`src/hw/tcp_hdr_pkg.sv`:
```
package tcp_hdr_pkg;

    // sequence and ack numbers.
    localparam int SEQ_W = 32;
    // payload length in bytes.
    localparam int LEN_W = 16;
    localparam int FLAGS_W = 8;

    // bit positions in the flags byte, standard tcp order.
    localparam int FLAG_ACK = 4;
    localparam int FLAG_PSH = 3;

    // header as seen on the wire after classification.
    typedef struct packed {
        logic [SEQ_W-1:0]   seq_num;
        logic [SEQ_W-1:0]   ack_num;
        logic [FLAGS_W-1:0] flags;
        logic [LEN_W-1:0]   payload_len;
    } tcp_hdr_t;

endpackage

```
`src/hw/tcp_flow_pkg.sv`:
```
package tcp_flow_pkg;
    import tcp_hdr_pkg::*;

    // flowid field of a send packet, wide enough for every flow count.
    localparam int PKT_FLOWID_W = 8;

    // per-flow sequence pointers.
    typedef struct packed {
        logic [SEQ_W-1:0] rcv_nxt;
        logic [SEQ_W-1:0] snd_una;
        logic [SEQ_W-1:0] snd_nxt;
        logic [SEQ_W-1:0] snd_tail;
    } flow_state_t;

    typedef struct packed {
        logic [PKT_FLOWID_W-1:0] flowid;
        tcp_hdr_t                hdr;
    } send_pkt_t;

endpackage

```
`src/hw/flow_rx_if.sv`:
```
`timescale 1ns/10ps

interface flow_rx_if
import tcp_hdr_pkg::*;
import tcp_flow_pkg::*;
#(
     parameter int NUM_FLOWS = 4
    ,localparam int FLOWID_W = $clog2(NUM_FLOWS)
);
    logic   [FLOWID_W-1:0]  rd_flowid;   // also the write address.
    flow_state_t            rd_state;
    logic                   rcv_nxt_wr;
    logic   [SEQ_W-1:0]     rcv_nxt_new;
    logic                   snd_una_wr;
    logic   [SEQ_W-1:0]     snd_una_new;

    modport rx (output rd_flowid, rcv_nxt_wr, rcv_nxt_new, snd_una_wr, snd_una_new,
                input rd_state);
    modport tbl (input rd_flowid, rcv_nxt_wr, rcv_nxt_new, snd_una_wr, snd_una_new,
                 output rd_state);
endinterface

```
`src/hw/flow_tx_if.sv`:
```
`timescale 1ns/10ps

interface flow_tx_if
import tcp_hdr_pkg::*;
import tcp_flow_pkg::*;
#(
     parameter int NUM_FLOWS = 4
    ,localparam int FLOWID_W = $clog2(NUM_FLOWS)
);
    logic   [FLOWID_W-1:0]  rd_flowid;
    flow_state_t            rd_state;
    logic                   snd_nxt_wr;
    logic   [SEQ_W-1:0]     snd_nxt_new;
    // one bit per flow with bytes that may go out now.
    logic   [NUM_FLOWS-1:0] sendable;

    modport tx (output rd_flowid, snd_nxt_wr, snd_nxt_new,
                input rd_state, sendable);
    modport tbl (input rd_flowid, snd_nxt_wr, snd_nxt_new,
                 output rd_state, sendable);
endinterface

```
`src/hw/flow_state_table.sv`:
```
`timescale 1ns/10ps

module flow_state_table
import tcp_hdr_pkg::*;
import tcp_flow_pkg::*;
#(
     parameter int NUM_FLOWS = 4
    ,parameter int TX_WINDOW = 128
    ,localparam int FLOWID_W = $clog2(NUM_FLOWS)
)(
     input  logic                   clk
    ,input  logic                   reset

    ,flow_rx_if.tbl                 rx_port
    ,flow_tx_if.tbl                 tx_port

    ,input  logic                   tail_wr_val
    ,input  logic   [FLOWID_W-1:0]  tail_wr_flowid
    ,input  logic   [SEQ_W-1:0]     tail_wr_data
);

    flow_state_t flows [NUM_FLOWS];

    // each field has a single writer, so no write ever collides.
    always_ff @(posedge clk) begin
        if (reset) begin
            for (int i = 0; i < NUM_FLOWS; i++) begin
                flows[i] <= '0;
            end
        end else begin
            if (rx_port.rcv_nxt_wr) flows[rx_port.rd_flowid].rcv_nxt <= rx_port.rcv_nxt_new;
            if (rx_port.snd_una_wr) flows[rx_port.rd_flowid].snd_una <= rx_port.snd_una_new;
            if (tx_port.snd_nxt_wr) flows[tx_port.rd_flowid].snd_nxt <= tx_port.snd_nxt_new;
            if (tail_wr_val) flows[tail_wr_flowid].snd_tail <= tail_wr_data;
        end
    end

    assign rx_port.rd_state = flows[rx_port.rd_flowid];
    assign tx_port.rd_state = flows[tx_port.rd_flowid];

    // unsent bytes and room left in the window.
    always_comb begin
        for (int i = 0; i < NUM_FLOWS; i++) begin
            tx_port.sendable[i] = (flows[i].snd_nxt != flows[i].snd_tail)
                && ((flows[i].snd_nxt - flows[i].snd_una) < SEQ_W'(TX_WINDOW));
        end
    end

endmodule

```
`src/hw/tcp_rx_proc.sv`:
```
`timescale 1ns/10ps

module tcp_rx_proc
import tcp_hdr_pkg::*;
import tcp_flow_pkg::*;
#(
     parameter int NUM_FLOWS = 4
    ,localparam int FLOWID_W = $clog2(NUM_FLOWS)
)(
     input  logic                   clk
    ,input  logic                   reset

    ,input  logic                   hdr_val
    ,input  logic   [FLOWID_W-1:0]  hdr_flowid
    ,input  tcp_hdr_t               hdr
    ,output logic                   hdr_rdy

    ,flow_rx_if.rx                  tbl

    ,output logic                   ack_val
    ,output send_pkt_t              ack_pkt
    ,input  logic                   ack_rdy

    ,output logic                   dst_val
    ,output logic   [FLOWID_W-1:0]  dst_flowid
    ,output logic                   dst_accept
    ,output logic   [LEN_W-1:0]     dst_len
    ,input  logic                   dst_rdy
);

    typedef enum logic [1:0] {IDLE, PROC, WAIT} rx_state_e;

    rx_state_e              state;
    tcp_hdr_t               hdr_r;
    logic   [FLOWID_W-1:0]  flowid_r;
    flow_state_t            cur;
    logic                   in_order;
    logic                   ack_ok;
    logic   [SEQ_W-1:0]     rcv_nxt_upd;
    logic   [SEQ_W-1:0]     ack_adv;

    assign hdr_rdy = (state == IDLE);

    assign tbl.rd_flowid = flowid_r;
    assign cur = tbl.rd_state;

    assign in_order = (hdr_r.seq_num == cur.rcv_nxt) && (hdr_r.payload_len != '0);
    assign rcv_nxt_upd = in_order ? cur.rcv_nxt + SEQ_W'(hdr_r.payload_len) : cur.rcv_nxt;

    // ack must land in (snd_una, snd_nxt], compared modulo the sequence space.
    assign ack_adv = hdr_r.ack_num - cur.snd_una;
    assign ack_ok = hdr_r.flags[FLAG_ACK] && (ack_adv != '0)
                 && (ack_adv <= (cur.snd_nxt - cur.snd_una));

    assign tbl.rcv_nxt_wr  = (state == PROC) && in_order;
    assign tbl.rcv_nxt_new = rcv_nxt_upd;
    assign tbl.snd_una_wr  = (state == PROC) && ack_ok;
    assign tbl.snd_una_new = hdr_r.ack_num;

    always_ff @(posedge clk) begin
        if (reset) begin
            state   <= IDLE;
            ack_val <= 1'b0;
            dst_val <= 1'b0;
        end else begin
            case (state)
                IDLE: if (hdr_val) state <= PROC;
                PROC: begin
                    state   <= WAIT;
                    ack_val <= (hdr_r.payload_len != '0); // pure acks get no reply.
                    dst_val <= 1'b1;
                end
                WAIT: begin
                    if (ack_rdy) ack_val <= 1'b0;
                    if (dst_rdy) dst_val <= 1'b0;
                    if ((!ack_val || ack_rdy) && (!dst_val || dst_rdy)) state <= IDLE;
                end
                default: state <= IDLE;
            endcase
        end
    end

    always_ff @(posedge clk) begin
        if (hdr_val && hdr_rdy) begin
            hdr_r    <= hdr;
            flowid_r <= hdr_flowid;
        end
        if (state == PROC) begin
            ack_pkt.flowid              <= PKT_FLOWID_W'(flowid_r);
            ack_pkt.hdr.seq_num         <= cur.snd_nxt;
            ack_pkt.hdr.ack_num         <= rcv_nxt_upd;
            ack_pkt.hdr.flags           <= '0;
            ack_pkt.hdr.flags[FLAG_ACK] <= 1'b1;
            ack_pkt.hdr.payload_len     <= '0;
            dst_flowid                  <= flowid_r;
            dst_accept                  <= in_order;
            dst_len                     <= hdr_r.payload_len;
        end
    end

endmodule

```
`src/hw/tx_rr_sched.sv`:
```
`timescale 1ns/10ps

module tx_rr_sched #(
     parameter int NUM_FLOWS = 4
    ,localparam int FLOWID_W = $clog2(NUM_FLOWS)
)(
     input  logic                   clk
    ,input  logic                   reset

    ,input  logic   [NUM_FLOWS-1:0] sendable
    ,input  logic                   advance

    ,output logic                   grant_val
    ,output logic   [FLOWID_W-1:0]  grant_flowid
);

    logic   [FLOWID_W-1:0]  last_r;
    logic   [FLOWID_W-1:0]  idx;

    // scan from the flow after the last one served, wrapping at NUM_FLOWS.
    always_comb begin
        grant_val    = 1'b0;
        grant_flowid = '0;
        idx          = '0;
        for (int i = 1; i <= NUM_FLOWS; i++) begin
            idx = last_r + FLOWID_W'(i);
            if (!grant_val && sendable[idx]) begin
                grant_val    = 1'b1;
                grant_flowid = idx;
            end
        end
    end

    always_ff @(posedge clk) begin
        if (reset) begin
            last_r <= FLOWID_W'(NUM_FLOWS - 1); // flow 0 goes first.
        end else if (advance) begin
            last_r <= grant_flowid;
        end
    end

endmodule

```
`src/hw/tcp_tx_fsm.sv`:
```
`timescale 1ns/10ps

module tcp_tx_fsm
import tcp_hdr_pkg::*;
import tcp_flow_pkg::*;
#(
     parameter int NUM_FLOWS = 4
    ,parameter int MSS = 64
    ,parameter int TX_WINDOW = 128
    ,localparam int FLOWID_W = $clog2(NUM_FLOWS)
)(
     input  logic                   clk
    ,input  logic                   reset

    ,input  logic                   grant_val
    ,input  logic   [FLOWID_W-1:0]  grant_flowid
    ,output logic                   advance

    ,flow_tx_if.tx                  tbl

    ,output logic                   pkt_val
    ,output send_pkt_t              pkt
    ,input  logic                   pkt_rdy
);

    typedef enum logic [1:0] {IDLE, SEND, SETTLE} tx_state_e;

    tx_state_e              state;
    logic   [FLOWID_W-1:0]  flowid_r;
    flow_state_t            cur;
    logic   [SEQ_W-1:0]     remain;
    logic   [SEQ_W-1:0]     win_left;
    logic   [SEQ_W-1:0]     seg_len;

    // in IDLE the table is read for the flow being granted.
    assign tbl.rd_flowid = (state == IDLE) ? grant_flowid : flowid_r;
    assign cur = tbl.rd_state;

    assign remain   = cur.snd_tail - cur.snd_nxt;
    assign win_left = SEQ_W'(TX_WINDOW) - (cur.snd_nxt - cur.snd_una);

    always_comb begin
        seg_len = remain;
        if (SEQ_W'(MSS) < seg_len) seg_len = SEQ_W'(MSS);
        if (win_left < seg_len) seg_len = win_left;
    end

    assign advance = (state == IDLE) && grant_val;
    assign pkt_val = (state == SEND);

    assign tbl.snd_nxt_wr  = pkt_val && pkt_rdy;
    assign tbl.snd_nxt_new = pkt.hdr.seq_num + SEQ_W'(pkt.hdr.payload_len);

    always_ff @(posedge clk) begin
        if (reset) begin
            state <= IDLE;
        end else begin
            case (state)
                IDLE:    if (grant_val) state <= SEND;
                SEND:    if (pkt_rdy) state <= SETTLE;
                SETTLE:  state <= IDLE; // lets sendable catch up with snd_nxt.
                default: state <= IDLE;
            endcase
        end
    end

    // segment is frozen at grant so it stays stable under back-pressure.
    always_ff @(posedge clk) begin
        if (advance) begin
            flowid_r                    <= grant_flowid;
            pkt.flowid                  <= PKT_FLOWID_W'(grant_flowid);
            pkt.hdr.seq_num             <= cur.snd_nxt;
            pkt.hdr.ack_num             <= cur.rcv_nxt;
            pkt.hdr.flags               <= '0;
            pkt.hdr.flags[FLAG_ACK]     <= 1'b1;
            pkt.hdr.flags[FLAG_PSH]     <= 1'b1;
            pkt.hdr.payload_len         <= LEN_W'(seg_len);
        end
    end

endmodule

```
`src/hw/send_pkt_mux.sv`:
```
`timescale 1ns/10ps

module send_pkt_mux
import tcp_flow_pkg::*;
(
     input  logic       clk
    ,input  logic       reset

    ,input  logic       src0_val
    ,input  send_pkt_t  src0_pkt
    ,output logic       src0_rdy

    ,input  logic       src1_val
    ,input  send_pkt_t  src1_pkt
    ,output logic       src1_rdy

    ,output logic       dst_val
    ,output send_pkt_t  dst_pkt
    ,input  logic       dst_rdy
);

    logic prio_r;   // source that wins the next tie.
    logic lock_r;   // output stalled last cycle.
    logic sel_r;
    logic sel_free;
    logic sel;

    assign sel_free = (src0_val && src1_val) ? prio_r : src1_val;
    assign sel      = lock_r ? sel_r : sel_free;

    assign dst_val  = sel ? src1_val : src0_val;
    assign dst_pkt  = sel ? src1_pkt : src0_pkt;
    assign src0_rdy = dst_rdy && !sel;
    assign src1_rdy = dst_rdy && sel;

    always_ff @(posedge clk) begin
        if (reset) begin
            prio_r <= 1'b0;
            lock_r <= 1'b0;
            sel_r  <= 1'b0;
        end else begin
            lock_r <= dst_val && !dst_rdy;
            sel_r  <= sel;
            if (dst_val && dst_rdy) prio_r <= ~sel;
        end
    end

endmodule

```
`src/hw/tcp_engine.sv`:
```
`timescale 1ns/10ps

module tcp_engine
import tcp_hdr_pkg::*;
import tcp_flow_pkg::*;
#(
     parameter int NUM_FLOWS = 4
    ,parameter int MSS = 64
    ,parameter int TX_WINDOW = 128
    ,localparam int FLOWID_W = $clog2(NUM_FLOWS)
)(
     input  logic                   clk
    ,input  logic                   reset

    ,input  logic                   rx_hdr_val
    ,input  logic   [FLOWID_W-1:0]  rx_hdr_flowid
    ,input  logic   [SEQ_W-1:0]     rx_hdr_seq
    ,input  logic   [SEQ_W-1:0]     rx_hdr_ack
    ,input  logic   [FLAGS_W-1:0]   rx_hdr_flags
    ,input  logic   [LEN_W-1:0]     rx_hdr_len
    ,output logic                   rx_hdr_rdy

    ,output logic                   rx_dst_val
    ,output logic   [FLOWID_W-1:0]  rx_dst_flowid
    ,output logic                   rx_dst_accept
    ,output logic   [LEN_W-1:0]     rx_dst_len
    ,input  logic                   rx_dst_rdy

    ,input  logic                   app_tx_tail_wr_val
    ,input  logic   [FLOWID_W-1:0]  app_tx_tail_wr_flowid
    ,input  logic   [SEQ_W-1:0]     app_tx_tail_wr_data

    ,output logic                   tx_pkt_val
    ,output logic   [FLOWID_W-1:0]  tx_pkt_flowid
    ,output logic   [SEQ_W-1:0]     tx_pkt_seq
    ,output logic   [SEQ_W-1:0]     tx_pkt_ack
    ,output logic   [FLAGS_W-1:0]   tx_pkt_flags
    ,output logic   [LEN_W-1:0]     tx_pkt_len
    ,input  logic                   tx_pkt_rdy
);

    tcp_hdr_t               rx_hdr;
    send_pkt_t              tx_pkt;
    logic                   ack_val;
    send_pkt_t              ack_pkt;
    logic                   ack_rdy;
    logic                   seg_val;
    send_pkt_t              seg_pkt;
    logic                   seg_rdy;
    logic                   grant_val;
    logic   [FLOWID_W-1:0]  grant_flowid;
    logic                   advance;

    flow_rx_if #(.NUM_FLOWS(NUM_FLOWS)) rx_tbl_if ();
    flow_tx_if #(.NUM_FLOWS(NUM_FLOWS)) tx_tbl_if ();

    assign rx_hdr = '{seq_num: rx_hdr_seq, ack_num: rx_hdr_ack,
                      flags: rx_hdr_flags, payload_len: rx_hdr_len};

    assign tx_pkt_flowid = tx_pkt.flowid[FLOWID_W-1:0];
    assign tx_pkt_seq    = tx_pkt.hdr.seq_num;
    assign tx_pkt_ack    = tx_pkt.hdr.ack_num;
    assign tx_pkt_flags  = tx_pkt.hdr.flags;
    assign tx_pkt_len    = tx_pkt.hdr.payload_len;

    flow_state_table #(
         .NUM_FLOWS (NUM_FLOWS  )
        ,.TX_WINDOW (TX_WINDOW  )
    ) state_table (
         .clk               (clk                    )
        ,.reset             (reset                  )
        ,.rx_port           (rx_tbl_if              )
        ,.tx_port           (tx_tbl_if              )
        ,.tail_wr_val       (app_tx_tail_wr_val     )
        ,.tail_wr_flowid    (app_tx_tail_wr_flowid  )
        ,.tail_wr_data      (app_tx_tail_wr_data    )
    );

    tcp_rx_proc #(
        .NUM_FLOWS  (NUM_FLOWS  )
    ) rx_proc (
         .clk           (clk            )
        ,.reset         (reset          )
        ,.hdr_val       (rx_hdr_val     )
        ,.hdr_flowid    (rx_hdr_flowid  )
        ,.hdr           (rx_hdr         )
        ,.hdr_rdy       (rx_hdr_rdy     )
        ,.tbl           (rx_tbl_if      )
        ,.ack_val       (ack_val        )
        ,.ack_pkt       (ack_pkt        )
        ,.ack_rdy       (ack_rdy        )
        ,.dst_val       (rx_dst_val     )
        ,.dst_flowid    (rx_dst_flowid  )
        ,.dst_accept    (rx_dst_accept  )
        ,.dst_len       (rx_dst_len     )
        ,.dst_rdy       (rx_dst_rdy     )
    );

    tx_rr_sched #(
        .NUM_FLOWS  (NUM_FLOWS  )
    ) tx_sched (
         .clk           (clk                )
        ,.reset         (reset              )
        ,.sendable      (tx_tbl_if.sendable )
        ,.advance       (advance            )
        ,.grant_val     (grant_val          )
        ,.grant_flowid  (grant_flowid       )
    );

    tcp_tx_fsm #(
         .NUM_FLOWS (NUM_FLOWS  )
        ,.MSS       (MSS        )
        ,.TX_WINDOW (TX_WINDOW  )
    ) tx_fsm (
         .clk           (clk            )
        ,.reset         (reset          )
        ,.grant_val     (grant_val      )
        ,.grant_flowid  (grant_flowid   )
        ,.advance       (advance        )
        ,.tbl           (tx_tbl_if      )
        ,.pkt_val       (seg_val        )
        ,.pkt           (seg_pkt        )
        ,.pkt_rdy       (seg_rdy        )
    );

    // acks on source 0, data segments on source 1.
    send_pkt_mux tx_mux (
         .clk       (clk        )
        ,.reset     (reset      )
        ,.src0_val  (ack_val    )
        ,.src0_pkt  (ack_pkt    )
        ,.src0_rdy  (ack_rdy    )
        ,.src1_val  (seg_val    )
        ,.src1_pkt  (seg_pkt    )
        ,.src1_rdy  (seg_rdy    )
        ,.dst_val   (tx_pkt_val )
        ,.dst_pkt   (tx_pkt     )
        ,.dst_rdy   (tx_pkt_rdy )
    );

endmodule

```
`config.mk`:
```
export PLATFORM = sky130hd
export DESIGN_NAME = tcp_engine
export DESIGN_NICKNAME = d
export VERILOG_FILES = /design/src/hw/tcp_hdr_pkg.sv /design/src/hw/tcp_flow_pkg.sv /design/src/hw/flow_rx_if.sv /design/src/hw/flow_tx_if.sv /design/src/hw/flow_state_table.sv /design/src/hw/tcp_rx_proc.sv /design/src/hw/tx_rr_sched.sv /design/src/hw/tcp_tx_fsm.sv /design/src/hw/send_pkt_mux.sv /design/src/hw/tcp_engine.sv
export SDC_FILE = /design/constraint.sdc
export NUM_CORES = 2
export LEC_CHECK = 0
export BUFFER_PORTS_ARGS = -buffer_cell sky130_fd_sc_hd__buf_2
export CORE_MARGIN = 1
export CORE_UTILIZATION = 35
export CTS_BUF_LIST = sky130_fd_sc_hd__clkbuf_4 sky130_fd_sc_hd__clkbuf_8 sky130_fd_sc_hd__clkbuf_16
export DETAILED_ROUTE_END_ITERATION = 16
export PLACE_DENSITY = 0.6
export SLEW_MARGIN = 40
export SYNTH_ARGS = -nofsm -noshare
export SYNTH_HDL_FRONTEND = slang
export SYNTH_SLANG_ARGS = --single-unit
```
`constraint.sdc`:
```
create_clock -name clk -period 30 [get_ports clk]
set_input_delay 7.5 -clock clk [delete_from_list [all_inputs] [get_ports clk]]
set_output_delay 7.5 -clock clk [all_outputs]
set_load 0.02 [all_outputs]
```
; ---- Word-level counts from Yosys, hierarchy flattened
; Memory sizes are Yosys's and may differ from the RTL's. A register that Yosys moved wholly into a read port is not among the register bits.
; Index checks and enable logic that the tools add are counted.
; W data, S select, Z words.
[word_totals]
output_inout_bits = 112
mem_bits_ro = 0
regBits = 263
mem_bits_rw = 512
n_memories = 1
latchBits = 0
elab_cells = 163
[op_classes]
mux = 58
n_reduce_logical = 42
div_mod_pow = 0
shifts = 0
add_sub_neg = 14
eq_ne = 14
bitwise_logic = 1
multipliers = 0
n_lt_le_gt_ge = 11
[mem_list]
columns = name, depth, width, read_ports, rd_ports_with_merged_regs, wr, line_no
row1 = state_table.flows, 4, 128, 6, 1, 4, flow_state_table.sv:22  ; flow_state_t flows [NUM_FLOWS];
[ops]
columns = cell, count
row1 = $mux W128, 3
row2 = $reduce_or A128 Y1, 3
row3 = $sub A32 B32 Y32, 8
row4 = $lt A32 B8 Y1 const B, 4
row5 = $ne A32 B32 Y1, 4
row6 = $mux W90, 1
row7 = $add A32 B16 Y32, 2
row8 = $mux W32, 2
row9 = $eq A32 B32 Y1, 1
row10 = $le A32 B32 Y1, 1
row11 = $lt A32 B32 Y1, 1
row12 = $lt A7 B32 Y1 const A, 1
row13 = $reduce_bool A32 Y1, 1
row14 = $sub A8 B32 Y32 const A, 1
row15 = $mux W2, 15
row16 = $mux W1, 27
row17 = $logic_and A1 B1 Y1, 21
row18 = $mux W16, 1
row19 = $reduce_bool A16 Y1, 1
row20 = $lt A2 B3 Y1 const B, 4
row21 = $bmux W1 S2, 4
row22 = $reduce_and A2 Y1, 4
row23 = $logic_not A1 Y1, 7
row24 = $ne A2 B1 Y1 const B, 3
row25 = other kinds (13), 20

; ---- Depth between registers and ports, before layout
; An unclocked memory read counts as a cell.
[logic_depth]
ltp_word = 23
depth_mapped = 61
mapped_depth_nobuf = 56

; ---- By module
; A second synthesis with hierarchy kept.
[hier_totals]
hier_cells = 4897
area_unflattened_um2 = 54735.0
[by_module_without_submodules]
columns = mod, area_each_um2, n_inst, cells_per_inst, seq_area_each_um2
row1 = flow_state_table, 33027.9, 1, 2746, 15374.7
row2 = tcp_rx_proc, 11459.7, 1, 1060, 5064.9
row3 = tcp_tx_fsm, 8707.1, 1, 944, 2502.4
row4 = send_pkt_mux, 1358.8, 1, 124, 60.1
row5 = tx_rr_sched, 181.4, 1, 23, 40.0

; ---- Least setup slack after synthesis
; Ideal clock, no wire load.
[synth_path]
kind = reg2reg
from = mem state_table.flows[3][48] (netlist bit)
to = reg tx_fsm.pkt[3] (netlist bit), data pin
path_slack_ps = 18784
path_stages_with_launch = 51
setup_time_ps = 260
t_arrival_ps = 10956
required_time_ps = 29740
cell_sequence = edfxtp_1 -> ha_1 -> a21o_1 -> a21o_1 -> a22o_1 -> o41a_1 -> nand2_1 -> o211ai_2 -> a211o_1 -> a2111o_1 -> or4_4 -> o41ai_1 -> nor2_1 -> a21oi_2 -> clkbuf_1 -> clkbuf_1 -> clkbuf_1 -> a211oi_1 -> [15 not listed] -> o21ai_0 -> o41ai_1 -> o21ai_0 -> o41a_1 -> a41o_1 -> o41a_1 -> a21o_1 -> a21oi_1 -> xnor2_1 -> ha_1 -> nor2b_1 -> o21ai_0 -> nand2b_1 -> a211o_1 -> nor2_1 -> nand2_1 -> o21ai_4 -> mux2_2
[synth_lines]
columns = element, line_no
row1 = from (decl), flow_state_table.sv:22
row2 = to (decl), tcp_tx_fsm.sv:22  ; ,output send_pkt_t pkt

==> qor.json <==
{
  "critical-path-slowest-cell": "o31ai_1",
  "fin_area_um2": 61300,
  "run_status": "finished, final reports clean",
  "finalSetupViolCount": 0,
  "timing.max_cap.violations": 0,
  "post_cts_resize_count": 0,
  "flow.area_growth_from_synthesis_pct": 12.0,
  "cts-root-buf": "clkbuf_16",
  "critPathCaptureType": "flop",
  "post_drt_via_cell_ratio": 5.68,
  "ir_worst_vdd_uv": 50.7,
  "asyncSetResetFlopFracSynth_pct": 0,
  "worstReg2RegStart": "state_table.flows[2][37]",
  "route.vias.total": 45600,
  "final_util_pct": 39.6,
  "cts_tree": "built",
  "synth_top_cell_area_share_pct": 41.7,
  "reg2reg_slack_ns": 14.60,
  "final_nets": 6400,
  "crit_path_start_kind": "flop",
  "layout_commonest_cell": "nand2_1",
  "place_congestion": 1.01,
  "fin_skew_ns": 0.0665,
  "synth_seq_area_share_pct": 42.2,
  "drc_viols": 0,
  "detail_route.wl_per_cell_um": 26.2,
  "critical-path-max-stage-delay_ns": 0.77,
  "yosys_register_bits": 773,
  "placement.cell_area_um2": 58100,
  "crit_path_max_fanout": 82,
  "leakage_power_total_uw": 0.0250,
  "post-cts-setup-buffers": 0,
  "maxClockFrequency_mhz": 64.9,
  "post-place-cells": 7845,
  "final_power_uw": 3250,
  "first_global_vias": 42300,
  "syn_area_per_cell_um2": 9.52,
  "postCtsHoldBufs": 0,
  "relSlewSlack_pct": 35.5,
  "fill_cells": 15300,
  "grtUsageTotal_pct": 25.9,
  "numClockSinks": 773,
  "detailedRoute.firstIterationViolations": 4998,
  "worst-r2r-cell-count": 49,
  "core_um2": 155000,
  "layout_min_cycle_time_ns": 15.40,
  "drtAntennaViolNets": 0,
  "clkTransAtPathRegs_ns": 0.06,
  "p_per_area_nw_per_um2": 53.1,
  "fp.dieW_um": 397,
  "min_delay_path_depth": 2,
  "input_output_buffers": 227,
  "post_route_cells_drive_above_1_share_pct": 10.4,
  "crit_required_ns": 30.50,
  "route.final.wire_length_um": 210000,
  "place.detailed.hpwl_um": 162000,
  "grt_first_pass_wirelength_um": 297000,
  "finish.cell_count_without_fillers": 8020,
  "fin_setup_tns_ns": 0,
  "hp-class": "flop to flop",
  "worst_r2r_endpoint": "tx_fsm.pkt[4]",
  "cpMostUsedCell": "o21ai_0",
  "min_period_over_period_pct": 51.3,
  "dieHeight_um": 397,
  "yosys_top_cell_by_area": "edfxtp_1",
  "worst_hold_startpoint": "rx_proc.dst_val",
  "cts_htree_levels": 3,
  "mostFrequentLayoutCells": "nand2_1 (824), edfxtp_1 (760), nor2_1 (582), ha_1 (369), inv_1 (365)",
  "synth_cells": 5745,
  "yosys-top-cells-area": "edfxtp_1 (42%), ha_1 (8.4%), nand2_1 (5.7%)",
  "netlist-cell-type-count": 97,
  "timing.critical_path.arrival_ns": 15.90,
  "drv_slew": 0,
  "hold_viol_final": 0,
  "clock_insertion_delay_worst_skew_ns": 0.75,
  "worst-setup-path-type": "flop to flop",
  "floorplan.initialDensity_pct": 35.4,
  "grt_overflow": 0,
  "maximum_clock_path_buffer_count": 3,
  "number_of_clock_buffers_inserted_by_tritoncts": 91,
  "detail_route.first_pass.iterations": 8,
  "timing_worst_slew_pin_value_ns": 0.944,
  "synthFlopType": "edfxtp_1",
  "die_area_um2": 158000,
  "cell_row_count": 144,
  "grt_max_degree": 172,
  "antenna_violations_before_repair": 22,
  "synthesis.area_um2": 54700,
  "rsz0062_at_grt": "false",
  "yosys_warnings": 0,
  "synth-edff-count": 760,
  "ioPinCount": 242,
  "min_to": "rx_proc.dst_val"
}
-- through the flow --
step	hold WS [ns]	setup WS (ns)
floorplan	0.424	18.78
global placement	0.482	14.72
detailed placement	0.489	15.11
CTS	0.502	15.07
global route	0.511	13.80
finish	0.502	14.60
-- routing by layer --
metal	GRT usage (%)	wire (um)	share of wire, %	up-vias
met3	5.03	17600	8.4	337
met2	41.3	95800	46	2034
met5	0	16	0.0076	-
met1	34.2	86200	41	22200
met4	11.4	10300	4.9	4
li1	-	-	-	21000
-- worst max path at each step --
stage	from	to	slack [ns]
3_3_place_gp	state_table.flows[1][52]	tx_fsm.pkt[6]	14.72
4_1_cts	state_table.flows[0][48]	tx_fsm.pkt[4]	15.07
6_report	state_table.flows[2][37]	tx_fsm.pkt[4]	14.60
2_1_floorplan	state_table.flows[3][48]	tx_fsm.pkt[3]	18.78
5_1_grt	state_table.flows[2][37]	tx_fsm.pkt[4]	13.80
3_5_place_dp	state_table.flows[0][48]	tx_fsm.pkt[4]	15.11
-- registers in the layout, indices dropped and copies added (netlist names), named ones only --
name	flops
tx_mux.prio_r	1
tx_fsm.pkt	80
rx_proc.ack_pkt	64
rx_proc.dst_val	1
rx_proc.dst_len	16
rx_proc.ack_val	1
rx_proc.dst_accept	1
tx_mux.sel_r	1
rx_proc.dst_flowid	2
tx_fsm.flowid_r	2
rx_proc.tbl.rd_flowid	2
rx_proc.state	2
rx_proc.tbl.snd_una_new	32
tx_sched.last_r	2
tx_fsm.state	2
rx_proc.hdr_r	49
tx_mux.lock_r	1
state_table.flows	512
-- worst max-delay path: cells and delay by family, from the launching register on --
kind	cells	cell delay, ns
AOI/OAI and AO/OA	31	8.91
xor gates and xnor gates	1	0.14
adders and majority gates	4	1.26
buffers and inverters	4	2.03
DFF	1	0.52
muxes	2	0.65
and+or+nand+nor	7	1.49
-- cells in the mapped netlist, types with 17 or more instances --
library cell,instances
nand2_1,824
edfxtp_1,760
nor2_1,586
ha_1,369
inv_1,367
and2_1,308
a21oi_1,305
xnor2_1,224
clkbuf_1,216
o21ai_0,174
nand4_1,107
xor2_1,107
mux2i_1,96
mux4_2,96
a21o_1,92
a31oi_1,90
nor3_1,89
nand3_1,86
nand2b_1,78
nor2b_1,71
a211oi_1,60
nor4_1,58
and3_1,44
o21a_1,43
o21bai_1,33
o211ai_1,32
or2_2,28
o31ai_1,26
or3_1,22
buf_1,21
a211o_1,18
a21boi_0,18
a2111oi_0,17
-- layout make-up --
type                            instances  area (um2)  share of cell area [%]
Antenna cell                            7        17.5                  0.0286
Inverter                              367        1380                    2.25
Sequential cell                       773       23100                    37.7
Multi-Input combinational cell       4384       29500                    48.1
Tap cell                             2044        2560                    4.18
Clock buffer                          106        2430                    3.96
Timing Repair Buffer                  279        1620                    2.65
Clock inverter                         60         681                    1.11
-- logic make-up after synthesis --
| family | synth area share (%) |
|---|---|
| mux | 6.00 |
| simple gates | 20.7 |
| compound gates | 12.8 |
| buf+inv | 4.32 |
| flops | 42.2 |
| xor+xnor | 5.30 |
| fa+ha+maj | 8.63 |
| other cells | 0.0137 |
-- where the power goes --
part | internal [uW] | leakage (uW) | switching, uW
Clock | 663 | 0.00150 | 498
Sequential | 1240 | 0.00763 | 55.3
Combinational | 301 | 0.0159 | 491
Total | 2210 | 0.0250 | 1040
No activity file was read; power rests on OpenSTA's default activity.
